[src/hdl/dma_defs.svh]
// Shared sizing macros for the DMA timing and control block
//   channel count and CPU data width
//   reset values of the external control outputs
`ifndef DMA_DEFS_SVH
`define DMA_DEFS_SVH

// Channel count is fixed by the mode register layout
`define DMA_CHANNELS 4

// CPU data bus width
`define DMA_DATA_W 8

// Reset values of the external outputs
`define DMA_CTRL_RESET 1'b0
`define DMA_STROBES_RESET 4'b0000
// Acknowledge defaults to active low, so all lines idle high
`define DMA_DACK_RESET {`DMA_CHANNELS{1'b1}}

`endif

[src/hdl/dma_pkg.sv]
// Types shared by the DMA timing and control blocks
//   transfer type and transfer mode encodings
//   command and mode word layouts, CPU word union
//   per-channel mode, bus strobe set, service state encoding
`include "dma_defs.svh"

package dma_pkg;

    typedef enum logic [1:0] {
        TYPE_VERIFY = 2'b00,
        TYPE_WRITE  = 2'b01,
        TYPE_READ   = 2'b10,
        TYPE_NONE   = 2'b11
    } transfer_type_e;

    typedef enum logic [1:0] {
        MODE_DEMAND  = 2'b00,
        MODE_SINGLE  = 2'b01,
        MODE_BLOCK   = 2'b10,
        MODE_CASCADE = 2'b11
    } transfer_mode_e;

    // Mode write, top bit first
    typedef struct packed {
        transfer_mode_e xfer_mode;
        logic           decrement;
        logic           autoinit;
        transfer_type_e xfer_type;
        logic [1:0]     channel;
    } mode_word_t;

    // Command write, only the acknowledge polarity is kept
    typedef struct packed {
        logic                      dack_active_high;
        logic [`DMA_DATA_W-2:0]    reserved;
    } command_word_t;

    typedef union packed {
        mode_word_t    mode;
        command_word_t command;
    } cpu_word_u;

    typedef struct packed {
        transfer_type_e xfer_type;
        transfer_mode_e xfer_mode;
    } channel_mode_t;

    typedef struct packed {
        logic memory_read;
        logic memory_write;
        logic io_read;
        logic io_write;
    } bus_strobes_t;

    typedef enum logic [2:0] {
        ST_IDLE,
        ST_HOLD_WAIT,
        ST_S1,
        ST_S2,
        ST_S3,
        ST_WAIT,
        ST_S4
    } cycle_state_e;

endpackage

[src/hdl/dma_bus_control.sv]
// External bus control outputs of the DMA controller
//   hold request, address enable and address strobe
//   per-channel acknowledge with selectable polarity
//   memory and I/O read/write strobes by transfer type
`include "dma_defs.svh"

module dma_bus_control (
    input  logic                      clock,
    input  logic                      reset,
    input  logic                      master_clear_i,
    input  dma_pkg::cycle_state_e     next_state_i,
    input  logic [`DMA_CHANNELS-1:0]  grant_i,
    input  dma_pkg::channel_mode_t    active_mode_i,
    input  logic                      dack_active_high_i,
    output logic                      hold_request_o,
    output logic                      address_enable_o,
    output logic                      address_strobe_o,
    output logic [`DMA_CHANNELS-1:0]  dack_o,
    output dma_pkg::bus_strobes_t     strobes_o
);
    import dma_pkg::*;

    logic                     is_cascade;
    logic                     in_service;
    logic                     ack_window;
    logic                     read_window;
    logic                     write_window;
    logic [`DMA_CHANNELS-1:0] ack_lines;
    bus_strobes_t             strobes_next;

    assign is_cascade = (active_mode_i.xfer_mode == MODE_CASCADE);

    // S1 through S4
    assign in_service = next_state_i inside {ST_S1, ST_S2, ST_S3, ST_WAIT, ST_S4};

    // Cascade only acknowledges in S4
    assign ack_window = is_cascade ? (next_state_i == ST_S4)
                                   : (next_state_i inside {ST_S2, ST_S3, ST_WAIT, ST_S4});

    assign read_window  = next_state_i inside {ST_S3, ST_WAIT};
    assign write_window = (next_state_i == ST_WAIT);

    assign ack_lines = ack_window ? grant_i : '0;

    // Write moves I/O to memory, read moves memory to I/O, verify moves nothing
    always_comb begin
        strobes_next              = `DMA_STROBES_RESET;
        strobes_next.io_read      = read_window  && (active_mode_i.xfer_type == TYPE_WRITE);
        strobes_next.memory_write = write_window && (active_mode_i.xfer_type == TYPE_WRITE);
        strobes_next.memory_read  = read_window  && (active_mode_i.xfer_type == TYPE_READ);
        strobes_next.io_write     = write_window && (active_mode_i.xfer_type == TYPE_READ);
    end

    // ========================================================================
    // Output registers
    // ========================================================================
    always_ff @(posedge clock or posedge reset) begin
        if (reset) begin
            hold_request_o   <= `DMA_CTRL_RESET;
            address_enable_o <= `DMA_CTRL_RESET;
            address_strobe_o <= `DMA_CTRL_RESET;
            dack_o           <= `DMA_DACK_RESET;
            strobes_o        <= `DMA_STROBES_RESET;
        end else if (master_clear_i) begin
            hold_request_o   <= `DMA_CTRL_RESET;
            address_enable_o <= `DMA_CTRL_RESET;
            address_strobe_o <= `DMA_CTRL_RESET;
            dack_o           <= `DMA_DACK_RESET;
            strobes_o        <= `DMA_STROBES_RESET;
        end else begin
            hold_request_o   <= (next_state_i != ST_IDLE);
            address_enable_o <= in_service && !is_cascade;
            address_strobe_o <= (next_state_i == ST_S1) && !is_cascade;
            dack_o           <= dack_active_high_i ? ack_lines : ~ack_lines;
            strobes_o        <= strobes_next;
        end
    end

endmodule

[src/hdl/dma_cycle_fsm.sv]
// Service sequencer of the DMA controller
//   fixed priority selection, lowest channel wins
//   service state machine from idle through S4
//   granted channel latch and next word pulse
`include "dma_defs.svh"

module dma_cycle_fsm (
    input  logic                      clock,
    input  logic                      reset,
    input  logic                      master_clear_i,
    input  logic [`DMA_CHANNELS-1:0]  request_i,
    input  logic                      hold_acknowledge_i,
    input  logic                      ready_i,
    input  dma_pkg::channel_mode_t    active_mode_i,
    input  logic                      transfer_end_i,
    output dma_pkg::cycle_state_e     state_o,
    output dma_pkg::cycle_state_e     next_state_o,
    output logic [`DMA_CHANNELS-1:0]  grant_o,
    output logic                      next_word_o
);
    import dma_pkg::*;

    logic [`DMA_CHANNELS-1:0] priority_pick;
    logic                     granted_request;
    logic                     is_cascade;

    // Lowest numbered request wins
    always_comb begin
        priority_pick = '0;
        for (int i = `DMA_CHANNELS - 1; i >= 0; i--) begin
            if (request_i[i])
                priority_pick = `DMA_CHANNELS'(1) << i;
        end
    end

    assign granted_request = |(request_i & grant_o);
    assign is_cascade      = (active_mode_i.xfer_mode == MODE_CASCADE);

    // ========================================================================
    // Next state
    // ========================================================================
    always_comb begin
        next_state_o = state_o;
        case (state_o)
            ST_IDLE:      if (|request_i) next_state_o = ST_HOLD_WAIT;
            ST_HOLD_WAIT: if (hold_acknowledge_i) next_state_o = ST_S1;
            ST_S1:        next_state_o = is_cascade ? ST_S4 : ST_S2;
            ST_S2:        next_state_o = ST_S3;
            ST_S3:        next_state_o = ST_WAIT;
            ST_WAIT:      if (ready_i) next_state_o = ST_S4;
            ST_S4: begin
                case (active_mode_i.xfer_mode)
                    MODE_CASCADE: if (!granted_request) next_state_o = ST_IDLE;
                    MODE_SINGLE:  next_state_o = ST_IDLE;
                    MODE_DEMAND: begin
                        if (!granted_request || transfer_end_i)
                            next_state_o = ST_IDLE;
                        else
                            next_state_o = ST_S2;
                    end
                    default:      next_state_o = transfer_end_i ? ST_IDLE : ST_S2;
                endcase
            end
            default:      next_state_o = ST_IDLE;
        endcase
    end

    always_ff @(posedge clock or posedge reset) begin
        if (reset) begin
            state_o     <= ST_IDLE;
            grant_o     <= '0;
            next_word_o <= 1'b0;
        end else if (master_clear_i) begin
            state_o     <= ST_IDLE;
            grant_o     <= '0;
            next_word_o <= 1'b0;
        end else begin
            state_o <= next_state_o;
            // Grant follows the requests only while idle
            if (state_o == ST_IDLE)
                grant_o <= priority_pick;
            // One pulse per transferred word
            next_word_o <= (next_state_o == ST_S4) && !is_cascade;
        end
    end

endmodule

[src/hdl/dma_end_of_process.sv]
// End of process handling of the DMA controller
//   external end-of-process latch
//   terminal count and transfer end
//   sticky terminal count status, cleared after a status read
`include "dma_defs.svh"

module dma_end_of_process (
    input  logic                      clock,
    input  logic                      reset,
    input  logic                      master_clear_i,
    input  dma_pkg::cycle_state_e     state_i,
    input  logic [`DMA_CHANNELS-1:0]  grant_i,
    input  logic                      next_word_i,
    input  logic                      underflow_i,
    input  logic                      end_of_process_i,
    input  logic                      read_status_i,
    output logic                      transfer_end_o,
    output logic                      end_of_process_o,
    output logic [`DMA_CHANNELS-1:0]  tc_status_o
);
    import dma_pkg::*;

    logic external_eop;
    logic read_status_q;
    logic status_read_done;

    // Sampled from S1 up to the wait state, dropped once idle
    always_ff @(posedge clock or posedge reset) begin
        if (reset) begin
            external_eop <= 1'b0;
        end else if (master_clear_i || (state_i == ST_IDLE)) begin
            external_eop <= 1'b0;
        end else if (end_of_process_i && (state_i inside {ST_S1, ST_S2, ST_S3, ST_WAIT})) begin
            external_eop <= 1'b1;
        end
    end

    // Terminal count comes from the external word counter
    assign end_of_process_o = next_word_i && underflow_i;
    assign transfer_end_o   = next_word_i && (underflow_i || external_eop);

    // ========================================================================
    // Status bits
    // ========================================================================
    always_ff @(posedge clock or posedge reset) begin
        if (reset)
            read_status_q <= 1'b0;
        else
            read_status_q <= read_status_i;
    end

    assign status_read_done = read_status_q && !read_status_i;

    always_ff @(posedge clock or posedge reset) begin
        if (reset) begin
            tc_status_o <= '0;
        end else if (master_clear_i || status_read_done) begin
            tc_status_o <= '0;
        end else if (transfer_end_o) begin
            tc_status_o <= tc_status_o | grant_i;
        end
    end

endmodule

[src/hdl/dma_mode_registers.sv]
// Command and mode registers of the DMA controller
//   acknowledge polarity bit from the command word
//   four channel mode entries written by channel number
//   mode lookup for the granted channel
`include "dma_defs.svh"

module dma_mode_registers (
    input  logic                      clock,
    input  logic                      reset,
    input  logic                      master_clear_i,
    input  logic                      write_command_i,
    input  logic                      write_mode_i,
    input  dma_pkg::cpu_word_u        cpu_data_i,
    input  logic [`DMA_CHANNELS-1:0]  grant_i,
    output dma_pkg::channel_mode_t    active_mode_o,
    output logic                      dack_active_high_o
);
    import dma_pkg::*;

    channel_mode_t [`DMA_CHANNELS-1:0] channel_modes;

    // ========================================================================
    // Command register
    // ========================================================================
    always_ff @(posedge clock or posedge reset) begin
        if (reset) begin
            dack_active_high_o <= 1'b0;
        end else if (master_clear_i) begin
            dack_active_high_o <= 1'b0;
        end else if (write_command_i) begin
            dack_active_high_o <= cpu_data_i.command.dack_active_high;
        end
    end

    // ========================================================================
    // Mode registers
    // ========================================================================
    always_ff @(posedge clock or posedge reset) begin
        if (reset) begin
            channel_modes <= '0;
        end else if (master_clear_i) begin
            channel_modes <= '0;
        end else if (write_mode_i) begin
            for (int i = 0; i < `DMA_CHANNELS; i++) begin
                if (cpu_data_i.mode.channel == 2'(i)) begin
                    channel_modes[i].xfer_mode <= cpu_data_i.mode.xfer_mode;
                    // Cascade channels move no data
                    if (cpu_data_i.mode.xfer_mode == MODE_CASCADE)
                        channel_modes[i].xfer_type <= TYPE_NONE;
                    else
                        channel_modes[i].xfer_type <= cpu_data_i.mode.xfer_type;
                end
            end
        end
    end

    // Granted channel entry, grant is one-hot
    always_comb begin
        active_mode_o = '0;
        for (int i = 0; i < `DMA_CHANNELS; i++) begin
            if (grant_i[i])
                active_mode_o = channel_modes[i];
        end
    end

endmodule

[src/hdl/dma_timing_control.sv]
// Timing and control section of a four-channel DMA controller
//   mode registers, service sequencer, bus control outputs
//   and end-of-process logic wired together
`include "dma_defs.svh"

module dma_timing_control (
    input  logic                      clock,
    input  logic                      reset,
    input  dma_pkg::cpu_word_u        cpu_data_i,
    input  logic                      write_command_i,
    input  logic                      write_mode_i,
    input  logic                      master_clear_i,
    input  logic                      read_status_i,
    input  logic [`DMA_CHANNELS-1:0]  request_i,
    input  logic                      hold_acknowledge_i,
    input  logic                      ready_i,
    input  logic                      underflow_i,
    input  logic                      end_of_process_i,
    output logic                      hold_request_o,
    output logic                      address_enable_o,
    output logic                      address_strobe_o,
    output logic [`DMA_CHANNELS-1:0]  dack_o,
    output dma_pkg::bus_strobes_t     strobes_o,
    output logic                      next_word_o,
    output logic                      end_of_process_o,
    output logic [`DMA_CHANNELS-1:0]  tc_status_o
);
    import dma_pkg::*;

    cycle_state_e             cycle_state;
    cycle_state_e             next_state;
    logic [`DMA_CHANNELS-1:0] grant;
    channel_mode_t            active_mode;
    logic                     dack_active_high;
    logic                     transfer_end;

    dma_mode_registers u_mode_registers (
        .clock              (clock),
        .reset              (reset),
        .master_clear_i     (master_clear_i),
        .write_command_i    (write_command_i),
        .write_mode_i       (write_mode_i),
        .cpu_data_i         (cpu_data_i),
        .grant_i            (grant),
        .active_mode_o      (active_mode),
        .dack_active_high_o (dack_active_high)
    );

    dma_cycle_fsm u_cycle_fsm (
        .clock              (clock),
        .reset              (reset),
        .master_clear_i     (master_clear_i),
        .request_i          (request_i),
        .hold_acknowledge_i (hold_acknowledge_i),
        .ready_i            (ready_i),
        .active_mode_i      (active_mode),
        .transfer_end_i     (transfer_end),
        .state_o            (cycle_state),
        .next_state_o       (next_state),
        .grant_o            (grant),
        .next_word_o        (next_word_o)
    );

    dma_bus_control u_bus_control (
        .clock              (clock),
        .reset              (reset),
        .master_clear_i     (master_clear_i),
        .next_state_i       (next_state),
        .grant_i            (grant),
        .active_mode_i      (active_mode),
        .dack_active_high_i (dack_active_high),
        .hold_request_o     (hold_request_o),
        .address_enable_o   (address_enable_o),
        .address_strobe_o   (address_strobe_o),
        .dack_o             (dack_o),
        .strobes_o          (strobes_o)
    );

    dma_end_of_process u_end_of_process (
        .clock              (clock),
        .reset              (reset),
        .master_clear_i     (master_clear_i),
        .state_i            (cycle_state),
        .grant_i            (grant),
        .next_word_i        (next_word_o),
        .underflow_i        (underflow_i),
        .end_of_process_i   (end_of_process_i),
        .read_status_i      (read_status_i),
        .transfer_end_o     (transfer_end),
        .end_of_process_o   (end_of_process_o),
        .tc_status_o        (tc_status_o)
    );

endmodule

[config.mk]
export PLATFORM = sky130hd
export DESIGN_NAME = dma_timing_control
export DESIGN_NICKNAME = d
export VERILOG_FILES = /design/src/hdl/dma_pkg.sv /design/src/hdl/dma_bus_control.sv /design/src/hdl/dma_cycle_fsm.sv /design/src/hdl/dma_end_of_process.sv /design/src/hdl/dma_mode_registers.sv /design/src/hdl/dma_timing_control.sv
export VERILOG_INCLUDE_DIRS = /design/src /design/src/hdl
export SDC_FILE = /design/constraint.sdc
export NUM_CORES = 1
export LEC_CHECK = 0
export BUFFER_PORTS_ARGS = -buffer_cell sky130_fd_sc_hd__buf_4
export CORE_MARGIN = 1.5
export CORE_UTILIZATION = 55
export CTS_BUF_LIST = sky130_fd_sc_hd__clkbuf_4
export CTS_CLUSTER_DIAMETER = 30
export CTS_CLUSTER_SIZE = 25
export DETAILED_ROUTE_END_ITERATION = 12
export PLACE_DENSITY = 0.84
export SETUP_SLACK_MARGIN = 0.3
export SLEW_MARGIN = 30
export SYNTH_ARGS = -nofsm -noshare
export SYNTH_HDL_FRONTEND = slang
export SYNTH_SLANG_ARGS = --single-unit
[constraint.sdc]
create_clock -name clock -period 5.3 [get_ports clock]
set_clock_uncertainty 0.05 [all_clocks]
set_input_delay 0 -clock clock [delete_from_list [all_inputs] [get_ports clock]]
set_output_delay 0 -clock clock [all_outputs]
set_load 0.02 [all_outputs]
# Word-level counts from Yosys, hierarchy flattened
# Index checks and enable logic that the tools add are counted.
[totals]
regBits = 42
latchBits = 0
ram_bits = 0
romBits = 0
in_bits = 22
word_cells = 128
memories = 0
[classes]
add_sub_neg = 0
n_mul = 0
div = 0
magnitude_cmp = 0
eq_ne = 19
shifts = 0
mux = 42
n_bitwise = 3
reduce_logical = 41
[ops]
columns = ["operator", "count"]
rows = [
  ["two-way mux 4 bit", 20],
  ["two-way mux 16 bit", 2],
  ["one-hot mux 3 bit (7 select lines)", 1],
  ["nonzero test 2 bit", 10],
  ["equality test 3 bit (second input constant)", 6],
  ["two-way mux 3 bit", 6],
  ["equality test 3 x 2 -> 1 bit (second input constant)", 4],
  ["logical AND 1 bit", 11],
  ["equality test 2 bit (second input constant)", 5],
  ["two-way mux 1 bit", 9],
  ["one-hot mux 3 bit (3 select lines)", 1],
  ["AND reduction 2 bit", 4],
  ["nonzero test 4 bit", 2],
  ["OR reduction 4 bit", 2],
  ["equality test 2 x 1 -> 1 bit (second input constant)", 3],
  ["two-way mux 2 bit", 3],
  ["nonzero test 5 bit", 1],
  ["bitwise AND 4 bit", 1],
  ["logical NOT 2 bit", 2],
  ["logical OR 1 bit", 4],
  ["inverter 4 bit", 1],
  ["OR 4 bit", 1],
  ["equality test 3 x 1 -> 1 bit (second input constant)", 1],
  ["logical NOT 1 bit", 3],
  ["2 further kinds", 2],
]

# Depth between registers and ports, before layout
# Gate-level depths: netlist of the first run.
[logic_depth]
depth_word = 14
depth_mapped = 7
depth_no_buf = 6

# Modules after synthesis
# From an unflattened synthesis of the first run, not the netlist that was laid out.
[hier_totals]
hier_cells = 212
area_unflattened_um2 = 2184.6
[by_module_without_submodules]
columns = ["mod", "instances", "cells_each", "area_per_inst_um2"]
rows = [
  ["dma_mode_registers", 1, 85, 897.1],
  ["dma_cycle_fsm", 1, 61, 541.8],
  ["dma_bus_control", 1, 40, 467.9],
  ["dma_end_of_process", 1, 26, 277.8],
]

# Worst setup path before layout of the first run
# OpenSTA, ideal clock, no wires.
[synth_timing]
path_kind = "flip-flop to flip-flop"
from = "reg u_cycle_fsm.grant_o[3]"
to = "reg u_bus_control.dack_o[0]"
setup_time_ps = 75
arrival_time_ps = 1894
setup_slack_ps = 3281
path_stages_with_launch = 8
n_path_buf = 1
period_less_slack_ps = 2019
path_cell_list = "dfrtp_1 buf_4 nor3b_1 a211oi_2 a2111o_1 and3_1 a32oi_1 mux2i_1"
[synth_between]
elab_chain_cells = 14
[synth_rtl]
columns = ["element", "line", "source"]
rows = [
  ["from (decl)", "dma_cycle_fsm.sv:18", "output logic [`DMA_CHANNELS-1:0] grant_o,"],
  ["from (signal assigned)", "dma_cycle_fsm.sv:81", "grant_o <= priority_pick;"],
  ["bitwise AND 4 bit", "dma_cycle_fsm.sv:36", "assign granted_request = |(request_i & grant_o);"],
  ["OR reduction 4 bit", "dma_cycle_fsm.sv:36", ""],
  ["logical NOT 1 bit", "n/a", ""],
  ["logical OR 1 bit", "dma_cycle_fsm.sv:56", "if (!granted_request || transfer_end_i)"],
  ["two-way mux 2 bit", "dma_cycle_fsm.sv:56", ""],
  ["one-hot mux 3 bit (3 select lines)", "dma_cycle_fsm.sv:52", "case (active_mode_i.xfer_mode)"],
  ["one-hot mux 3 bit (7 select lines)", "dma_cycle_fsm.sv:44", "case (state_o)"],
  ["equality test 3 x 2 -> 1 bit, or another cell as far along", "dma_bus_control.sv:38", ": (next_state_i inside {ST_S2, ST_S3, ST_WAIT, ST_S4});"],
  ["nonzero test 4 bit", "dma_bus_control.sv:38", ""],
  ["two-way mux 1 bit (*)", "dma_bus_control.sv:37", "assign ack_window = is_cascade ? (next_state_i == ST_S4)"],
  ["two-way mux 4 bit (*)", "dma_bus_control.sv:43", "assign ack_lines = ack_window ? grant_i : '0;"],
  ["inverter 4 bit", "dma_bus_control.sv:74", "dack_o <= dack_active_high_i ? ack_lines : ~ack_lines;"],
  ["two-way mux 4 bit (*)", "dma_bus_control.sv:74", ""],
  ["two-way mux 4 bit (*)", "dma_bus_control.sv:64", "end else if (master_clear_i) begin"],
  ["to (signal assigned)", "dma_bus_control.sv:62", "dack_o <= `DMA_DACK_RESET;"],
  ["to (signal assigned)", "dma_bus_control.sv:68", "dack_o <= `DMA_DACK_RESET;"],
  ["to (signal assigned)", "dma_bus_control.sv:74", ""],
  ["to (decl)", "dma_bus_control.sv:18", "output logic [`DMA_CHANNELS-1:0] dack_o,"],
]
# Mark *: on every way between the ends. The rest lies on a longest branch, timed or not.
# A chain may end at the register's enable or synchronous reset.

# Final worst setup path of the first run
[layout_timing]
from = "reg u_cycle_fsm.grant_o[1]"
to = "reg u_bus_control.dack_o[0]"
# The elaborated chain is that of the path after synthesis.

==> summary.txt, run 1 <==
Status
  – Status: complete, no violations

Cells and area
  – Area of the multi-input gates: about 910 sq um
  – Most frequent cells in the layout: dfrtp_1 (38), buf_4 (37), nor2_1 (36), dlygate4sd3_1 (20), a21oi_1 (18)
  – Fill cells: between 200 and 250
  – Number of antenna diodes: 0
  – Commonest non-fill, non-tap cell in the layout: dfrtp_1
  – Nets: 278
  – Register area: approximately 0.0011 sq mm
  – Synth-to-Final Area Change: 27.7%
  – Share of cells above drive strength 1: 0.214

Synth
  – Cells after Synth: around 200
  – Syn Area/Cell: 10.1 sq um
  – Register area share after synthesis: 0.520
  – Synth Net Count: 224
  – Yosys reg bits: between 40 and 50
  – Number of warning messages in the yosys log: 0
  – Cell Area, Synth: between 0.002 and 0.0025 sq mm
  – Synth cell types: 37

Detailed routing
  – Final ANT Viol Nets: 0
  – Post-Route WL: 4830 um
  – DR pass1 iterations: 4
  – Vias: 1,770
  – DRT iter0 DRCs: 133
  – Via-to-Cell Ratio: 5.84
  – DR WL/cell: around 16 um
  – DRC errors left: 0

Timing
  – Final Max Slew Viols: 0
  – Final min period: roughly 2500 ps
  – Slew @ Worst Pin: around 900 ps
  – Hold slack: between 20 and 30 ps
  – Final TNS setup: 0 ps
  – # setup viols final: 0
  – Post-route clock period utilization: 0.468
  – Final Hold Fails: 0
  – Post-route setup slack: approximately 2800 ps
  – Headroom to the max-slew limit: 0.397
  – Max Fclk: 403 MHz
  – RSZ-0062 raised after global routing: false

Critical path
  – RR Endpoint: u_bus_control.dack_o[0]
  – CP Capture Type: flop
  – FF-to-FF setup slack: 2820 ps
  – Worst endpoint required time: roughly 5500 ps
  – CP Launch Type: flop
  – Reg-to-Reg Start: u_cycle_fsm.grant_o[1]
  – CP Class: reg -> reg
  – Worst path arrival time: 2720 ps
  – Crit path launch: u_cycle_fsm.grant_o[1]
  – CP endpoint: u_bus_control.dack_o[0]
  – Reg2reg path depth: 6
  – Crit-path max FO: 12

Clocking
  – Post_cts resized: 0
  – CTS Sinks: 42
  – TritonCTS clock tree: yes
  – Root Driver: clkbuf_4
  – Clock Latency Late Sink: about 360 ps
  – Clk slew on worst S/H paths: ~120 ps
  – H-tree levels: 2
  – Worst-case clock buffer depth: 2
  – Setup bufs post-CTS: 0
  – Num CTS Buffers: 5

Global routing
  – Vias in the first global route: 1,774
  – Antenna violations before repair: 0
  – Largest net degree at the start of global routing: 43
  – Total global-route track usage: 0.263
  – First-pass GRT wire length: 8140 um
  – GRT overflow: 0

Place
  – Gpl congestion: between 0.8 and 0.9
  – Post-DP HPWL: just under 3000 um
  – I/O Buffers: 36
  – Dpl ws: 2940 ps

Floorplan
  – Core area: about 0.0034 sq mm
  – I/O pin count: 39
  – # rows: 21
  – Starting Density: 0.590
  – Die Height: around 64 um
  – Die footprint: slightly above 0.004 sq mm
  – Die Wd: roughly 64 um

Power
  – Lkg Pwr: between 1 and 1.5 nW
  – Pwr dens: 262 mW/mm^2
  – Worst vdd ir: approximately 180 uV

Min path
  – Hold WC Path Type: in -> reg

Flow run
  – Max-cap viol count: 0
## metal layers
metal  track usage  vias to the layer above  routed length (um)
met1         0.323                      845                1990
met4         0.109                        0                 120
met5             0                        -                   0
met3        0.0810                       13                 370
met2         0.431                       78                2340
li1              -                      834                   -
## power breakdown
| part | switching [W] | internal (W) | total, W |
|---|---|---|---|
| Sequential | 0.0000164 | 0.000336 | 0.000352 |
| Clock | 0.000104 | 0.0000977 | 0.000202 |
| Combinational | 0.0000687 | 0.0000563 | 0.000125 |
## sequential cells by signal (all words and copies together), names as in the netlist
name	count
u_bus_control.strobes_o	4
u_end_of_process.tc_status_o	4
u_bus_control.dack_o	4
u_bus_control.hold_request_o	1
u_cycle_fsm.state_o	3
u_end_of_process.read_status_q	1
u_cycle_fsm.next_word_o	1
u_cycle_fsm.grant_o	4
u_end_of_process.external_eop	1
u_mode_registers.dack_active_high_o	1
u_bus_control.address_strobe_o	1
u_bus_control.address_enable_o	1
u_mode_registers.channel_modes	16
## synth_stat cells
cell | instances | share of area
dfrtp_1 | 38 | 0.47
nor2_1 | 36 | 0.067
a21oi_1 | 18 | 0.044
mux2i_1 | 13 | 0.064
a211oi_1 | 10 | 0.037
nand2_1 | 10 | 0.018
nor2b_1 | 8 | 0.025
clkbuf_1 | 6 | 0.011
nor3_1 | 6 | 0.015
and3_1 | 5 | 0.015
a32oi_1 | 4 | 0.017
dfstp_2 | 4 | 0.052
nor3b_1 | 4 | 0.015
buf_4 | 3 | 0.011
inv_1 | 3 | 0.0055
nand2b_1 | 3 | 0.0092
nand3_1 | 3 | 0.0074
a211oi_2 | 2 | 0.012
a21o_1 | 2 | 0.0074
a221oi_1 | 2 | 0.0086
a22oi_1 | 2 | 0.0074
and2_1 | 2 | 0.0062
nand3b_1 | 2 | 0.0074
nor4_1 | 2 | 0.0062
or3_1 | 2 | 0.0062
a2111o_1 | 1 | 0.0055
a211o_1 | 1 | 0.0043
a221o_1 | 1 | 0.0049
a31oi_1 | 1 | 0.0031
and2_4 | 1 | 0.0043
buf_2 | 1 | 0.0025
mux2_2 | 1 | 0.0055
o21a_1 | 1 | 0.0037
o21ai_0 | 1 | 0.0025
o311a_1 | 1 | 0.0049
o311ai_4 | 1 | 0.013
or2_2 | 1 | 0.0031
## what timing repair did
item                                    4_1_cts  5_1_grt
hold endpoints to repair                     65        0
endpoints found under the setup margin        0        0
hold buffers                                 20        0
## critical path: stages, from the launching register on
cell and delay [ps]:
dfrtp_1 650, a211oi_1 170, a211o_1 340, a2111o_1 490, and3_1 230, a32oi_1 220
mux2i_1 250
## how the worst min path moves through the flow
stage,endpoint,cells past startpoint,startpoint,slack (ps)
floorplan,u_end_of_process.read_status_q,0,read_status_i,-20
finish,u_cycle_fsm.grant_o[1],4,request_i[1],30
global route,u_cycle_fsm.grant_o[1],4,request_i[1],30
detailed placement,u_end_of_process.read_status_q,1,read_status_i,80
global placement,u_end_of_process.read_status_q,1,read_status_i,80
CTS,u_cycle_fsm.grant_o[1],4,request_i[1],20
## cell type report
cell class	count	area share
clock buffer	5	0.0145
multi-input combinational	147	0.352
sequential	42	0.407
tap	46	0.0222
inverter	3	0.00434
clock inverter	3	0.0154
timing repair buffer	57	0.184
## cell families (layout without fill, tap and decap cells)
group                  count (synthesis)  after routing  synth area share
DFF                                   42             42             0.520
and+or+nand+nor                       85             85             0.204
buffers and inverters                 13             68            0.0302
muxes                                 14             14            0.0696
AOI/OAI and AO/OA                     48             48             0.176
## per-stage QoR
stage | total power, W | cell area [sq um] | utilization | std cells
floorplan | 0.000431 | 2030 | - | 202
global placement | 0.000465 | 2320 | 0.673 | 275
detailed placement | 0.000469 | 2320 | 0.673 | 275
CTS | 0.000680 | 2590 | 0.754 | 303
global route | 0.000715 | 2590 | 0.754 | 303
finish | 0.000679 | 2590 | 0.754 | 303
Power figures use the tool's default switching activity.
==> run 2, diff against run 1 <==
--- a/config.mk
+++ b/config.mk
@@ -6,14 +6,15 @@
 export SDC_FILE = /design/constraint.sdc
 export NUM_CORES = 1
 export LEC_CHECK = 0
+export ABC_AREA = 1
 export BUFFER_PORTS_ARGS = -buffer_cell sky130_fd_sc_hd__buf_4
 export CORE_MARGIN = 1.5
-export CORE_UTILIZATION = 55
+export CORE_UTILIZATION = 52
 export CTS_BUF_LIST = sky130_fd_sc_hd__clkbuf_4
 export CTS_CLUSTER_DIAMETER = 30
 export CTS_CLUSTER_SIZE = 25
 export DETAILED_ROUTE_END_ITERATION = 12
-export PLACE_DENSITY = 0.84
+export PLACE_DENSITY = 0.83
 export SETUP_SLACK_MARGIN = 0.3
 export SLEW_MARGIN = 30
 export SYNTH_ARGS = -nofsm -noshare
==> constraint.sdc (replaced) <==
create_clock -name clock -period 2.1 [get_ports clock]
set_clock_uncertainty 0.05 [all_clocks]
set_input_delay 0 -clock clock [delete_from_list [all_inputs] [get_ports clock]]
set_output_delay 0 -clock clock [all_outputs]
set_load 0.02 [all_outputs]
==> run 2 against run 1 <==
Final area increased by 9.5%. Sequential power increased to 2.6 times the previous value. Sequential share of layout area decreased by 3.4 points. Utilization decreased by 3.8 points. Die area increased by 10%. Clock power increased by 97%. Synthesized cell count increased by 26%. Via count increased by 13%. Cell count increased by 20%. Clock-buffer cell count increased by 1. Register-to-register slack got worse by 2600 ps. Combinational power increased to 3.7 times the previous value. Critical path type unchanged. Largest cell class unchanged.
==> summary.txt, run 2 <==
Status
  – Status: complete, no violations

Floorplan
  – I/O pin count: 39 (unchanged)
  – Die footprint: 0.00448 sq mm (+10%)
  – Core area: 0.00397 sq mm (+15%)
  – Die Wd: 67.0 um (+5.0%)
  – Starting Density: 0.536 (-0.0547)
  – # rows: 23 (+9.5%)
  – Die Height: 67.0 um (+5.0%)

Global routing
  – Vias in the first global route: 1,872 (+5.5%)
  – First-pass GRT wire length: 8500 um (+4.5%)
  – GRT overflow: 0 (unchanged)
  – Antenna violations before repair: 0 (unchanged)
  – Largest net degree at the start of global routing: 43 (unchanged)
  – Total global-route track usage: 0.257 (-0.00610)

Clocking
  – CTS Sinks: 42 (unchanged)
  – Clk slew on worst S/H paths: 130 ps (about the same)
  – Num CTS Buffers: 5 (unchanged)
  – Worst-case clock buffer depth: 2 (unchanged)
  – Clock Latency Late Sink: 360 ps (about the same)
  – Root Driver: clkbuf_4
  – TritonCTS clock tree: yes
  – H-tree levels: 2 (unchanged)

Synth
  – Register area share after synthesis: 0.496 (-0.0232)
  – Number of warning messages in the yosys log: 0 (unchanged)
  – Ys flop type: dfrtp_1
  – Synth Net Count: 276 (+23%)
  – Synth cell types: 31 (-16%)
  – Most common cell in the synthesized netlist: nand2_1
  – Synth area leaders: dfrtp_1 (45%), nand2_1 (9.2%), mux2_2 (5.3%), dfstp_2 (4.9%), inv_1 (4.9%)
  – Yosys reg bits: 42 (unchanged)
  – Syn Area/Cell: 8.37 sq um (-17%)
  – Top cell type's share of synthesized area: 0.447 (-0.0209)
  – Synth cell count leaders: nand2_1 (52), dfrtp_1 (38), inv_1 (28), nand3_1 (21), nor2_1 (19)
  – Cell Area, Synth: 0.00213 sq mm (+4.7%)
  – Dominant cell type by area after synthesis: dfrtp_1
  – Post-synth EDFFs: 0 (unchanged)
  – Async SR Flop Fraction: 1.00 (unchanged)
  – Cells after Synth: 254 (+26%)

Cells and area
  – Commonest non-fill, non-tap cell in the layout: buf_4
  – Synth-to-Final Area Change: 33.6%
  – Share of cells above drive strength 1: 0.381 (+0.167)
  – Nets: 336 (+21%)
  – Number of antenna diodes: 0 (unchanged)
  – Fill cells: 291 (+28%)
  – Max reg flops: 16 (unchanged)
  – Top reg by flops: u_mode_registers.channel_modes
  – Final Non-Filler Cells: 365 (+20%)
  – Most frequent cells in the layout: buf_4 (46), nand2_1 (39), dfrtp_1 (34), inv_1 (28), nor2_1 (17)

Timing
  – Slew @ Worst Pin: 518 ps (-385 ps)
  – # setup viols final: 0 (unchanged)
  – Max Fclk: 523 MHz (+30%)
  – RSZ-0062 raised after global routing: true
  – Final Max Slew Viols: 0 (unchanged)
  – Final min period: 1910 ps (-569 ps)
  – Final Hold Fails: 0 (unchanged)
  – Headroom to the max-slew limit: 0.655 (+0.258)
  – Post-route clock period utilization: 0.910 (+0.442)
  – Final TNS setup: 0 ps (unchanged)

Detailed routing
  – DR WL/cell: 15.0 um (-6.0%)
  – Post-Route WL: 5460 um (+13%)
  – Via-to-Cell Ratio: 5.48 (-6.2%)
  – DRC errors left: 0 (unchanged)
  – DR pass1 iterations: 4 (unchanged)
  – DRT iter0 DRCs: 144 (+8.3%)
  – Vias: 2,001 (+13%)
  – Final ANT Viol Nets: 0 (unchanged)

Flow run
  – Max-cap viol count: 0 (unchanged)

Critical path
  – CP Class: reg -> reg
  – CP Launch Type: flop
  – CP Capture Type: flop
  – Worst path arrival time: 2090 ps (-630 ps)
  – Worst endpoint required time: 2280 ps (-3260 ps)
  – Crit-path max FO: 8 (-4)

Place
  – Gpl congestion: 0.873 (+8.0%)
  – Dpl cells: 334 (+21%)
  – I/O Buffers: 36 (unchanged)
  – Post-DP HPWL: 3500 um (+17%)

Power
  – Pwr dens: 625 mW/mm^2 (+140%)
  – Worst vdd ir: 478 uV (+170%)
  – Lkg Pwr: 1.37 nW (+13%)

Min path
  – Hold WC Path Type: in -> reg
[run 2: cell count changes after synthesis, moves of 6 or more]
cell,delta
nand2_1,+42
nor2b_1,-8
nor2_1,-17
a211oi_1,-10
mux2i_1,-13
nand3_1,+18
nand2_2,+8
inv_1,+25
mux2_2,+9
o21ai_0,+12
nand4_1,+6
[run 2: through the flow]
stage	utilization	cell area, sq um	hold slack, ps	power, W	setup WS (ps)
after floorplan	-	2130	-18.6	0.00116	403
after global placement	0.609	2420	68.4	0.00126	199
after detailed placement	0.609	2420	68.7	0.00128	171
after CTS	0.681	2710	11.1	0.00170	229
after global routing	0.716	2840	31.3	0.00188	75.3
final	0.716	2840	6.91	0.00178	188
[run 2: layer usage]
layer	vias up	part of all wire	GRT usage
li1	950	-	-
met4	0	0.014	0.0944
met5	-	0	0
met3	7	0.065	0.0557
met2	76	0.52	0.416
met1	968	0.40	0.338
[run 2: worst paths after layout]
path	start	endpoint	slack, ps	depth (start not counted)
setup / recovery	u_cycle_fsm.grant_o[1]	u_bus_control.hold_request_o	190	9
hold / removal	cpu_data_i[6]	u_mode_registers.channel_modes[8]	7	5
setup reg to reg	u_cycle_fsm.grant_o[1]	u_bus_control.hold_request_o	190	9
hold reg to reg	u_end_of_process.tc_status_o[1]	u_end_of_process.tc_status_o[1]	480	2
max in group asynchronous	reset	u_cycle_fsm.grant_o[0]	1340	4
min in group asynchronous	reset	u_mode_registers.channel_modes[15]	260	4
[run 2: cell type report]
class                           instances  area [sq um]  area share
Multi-Input combinational cell        172          1050       0.370
Timing Repair Buffer                   60           485       0.171
Clock inverter                          2          8.76     0.00308
Inverter                               33           129      0.0453
Sequential cell                        42          1060       0.373
Clock buffer                            6          45.0      0.0158
Tap cell                               50          62.6      0.0220
[run 2: critical path, cell delays in order, from the launching register on]
cell and delay [ps]:
dfrtp_2 510, a21oi_2 160, nand2_2 90, nand2_2 100, nand3_1 120, nand2_2 100
nand2_2 80, a21oi_4 200, nor2_1 80, or3_1 310
[run 2: logic make-up after synthesis]
kind of cell           after synthesis  synth area share
flip-flops                          42             0.496
AND/OR/NAND/NOR                    122             0.265
buffers and inverters               40            0.0806
multiplexers                        10            0.0529
AO/OA/AOI/OAI                       40             0.105
[run 2: where the power goes]
| part | internal (W) | total, W | switching, W |
|---|---|---|---|
| combinational | 0.000182 | 0.000461 | 0.000279 |
| sequential | 0.000870 | 0.000917 | 0.0000466 |
| clock | 0.000139 | 0.000398 | 0.000259 |
| total | 0.00119 | 0.00178 | 0.000585 |
[run 2: what timing repair did]
item,in CTS,in global routing
setup endpoints to repair,9,12
endpoints found under the hold margin,54,0
gates resized for setup,13,32
hold buffers,14,0
setup buffers,7,2
pin swaps,11,15
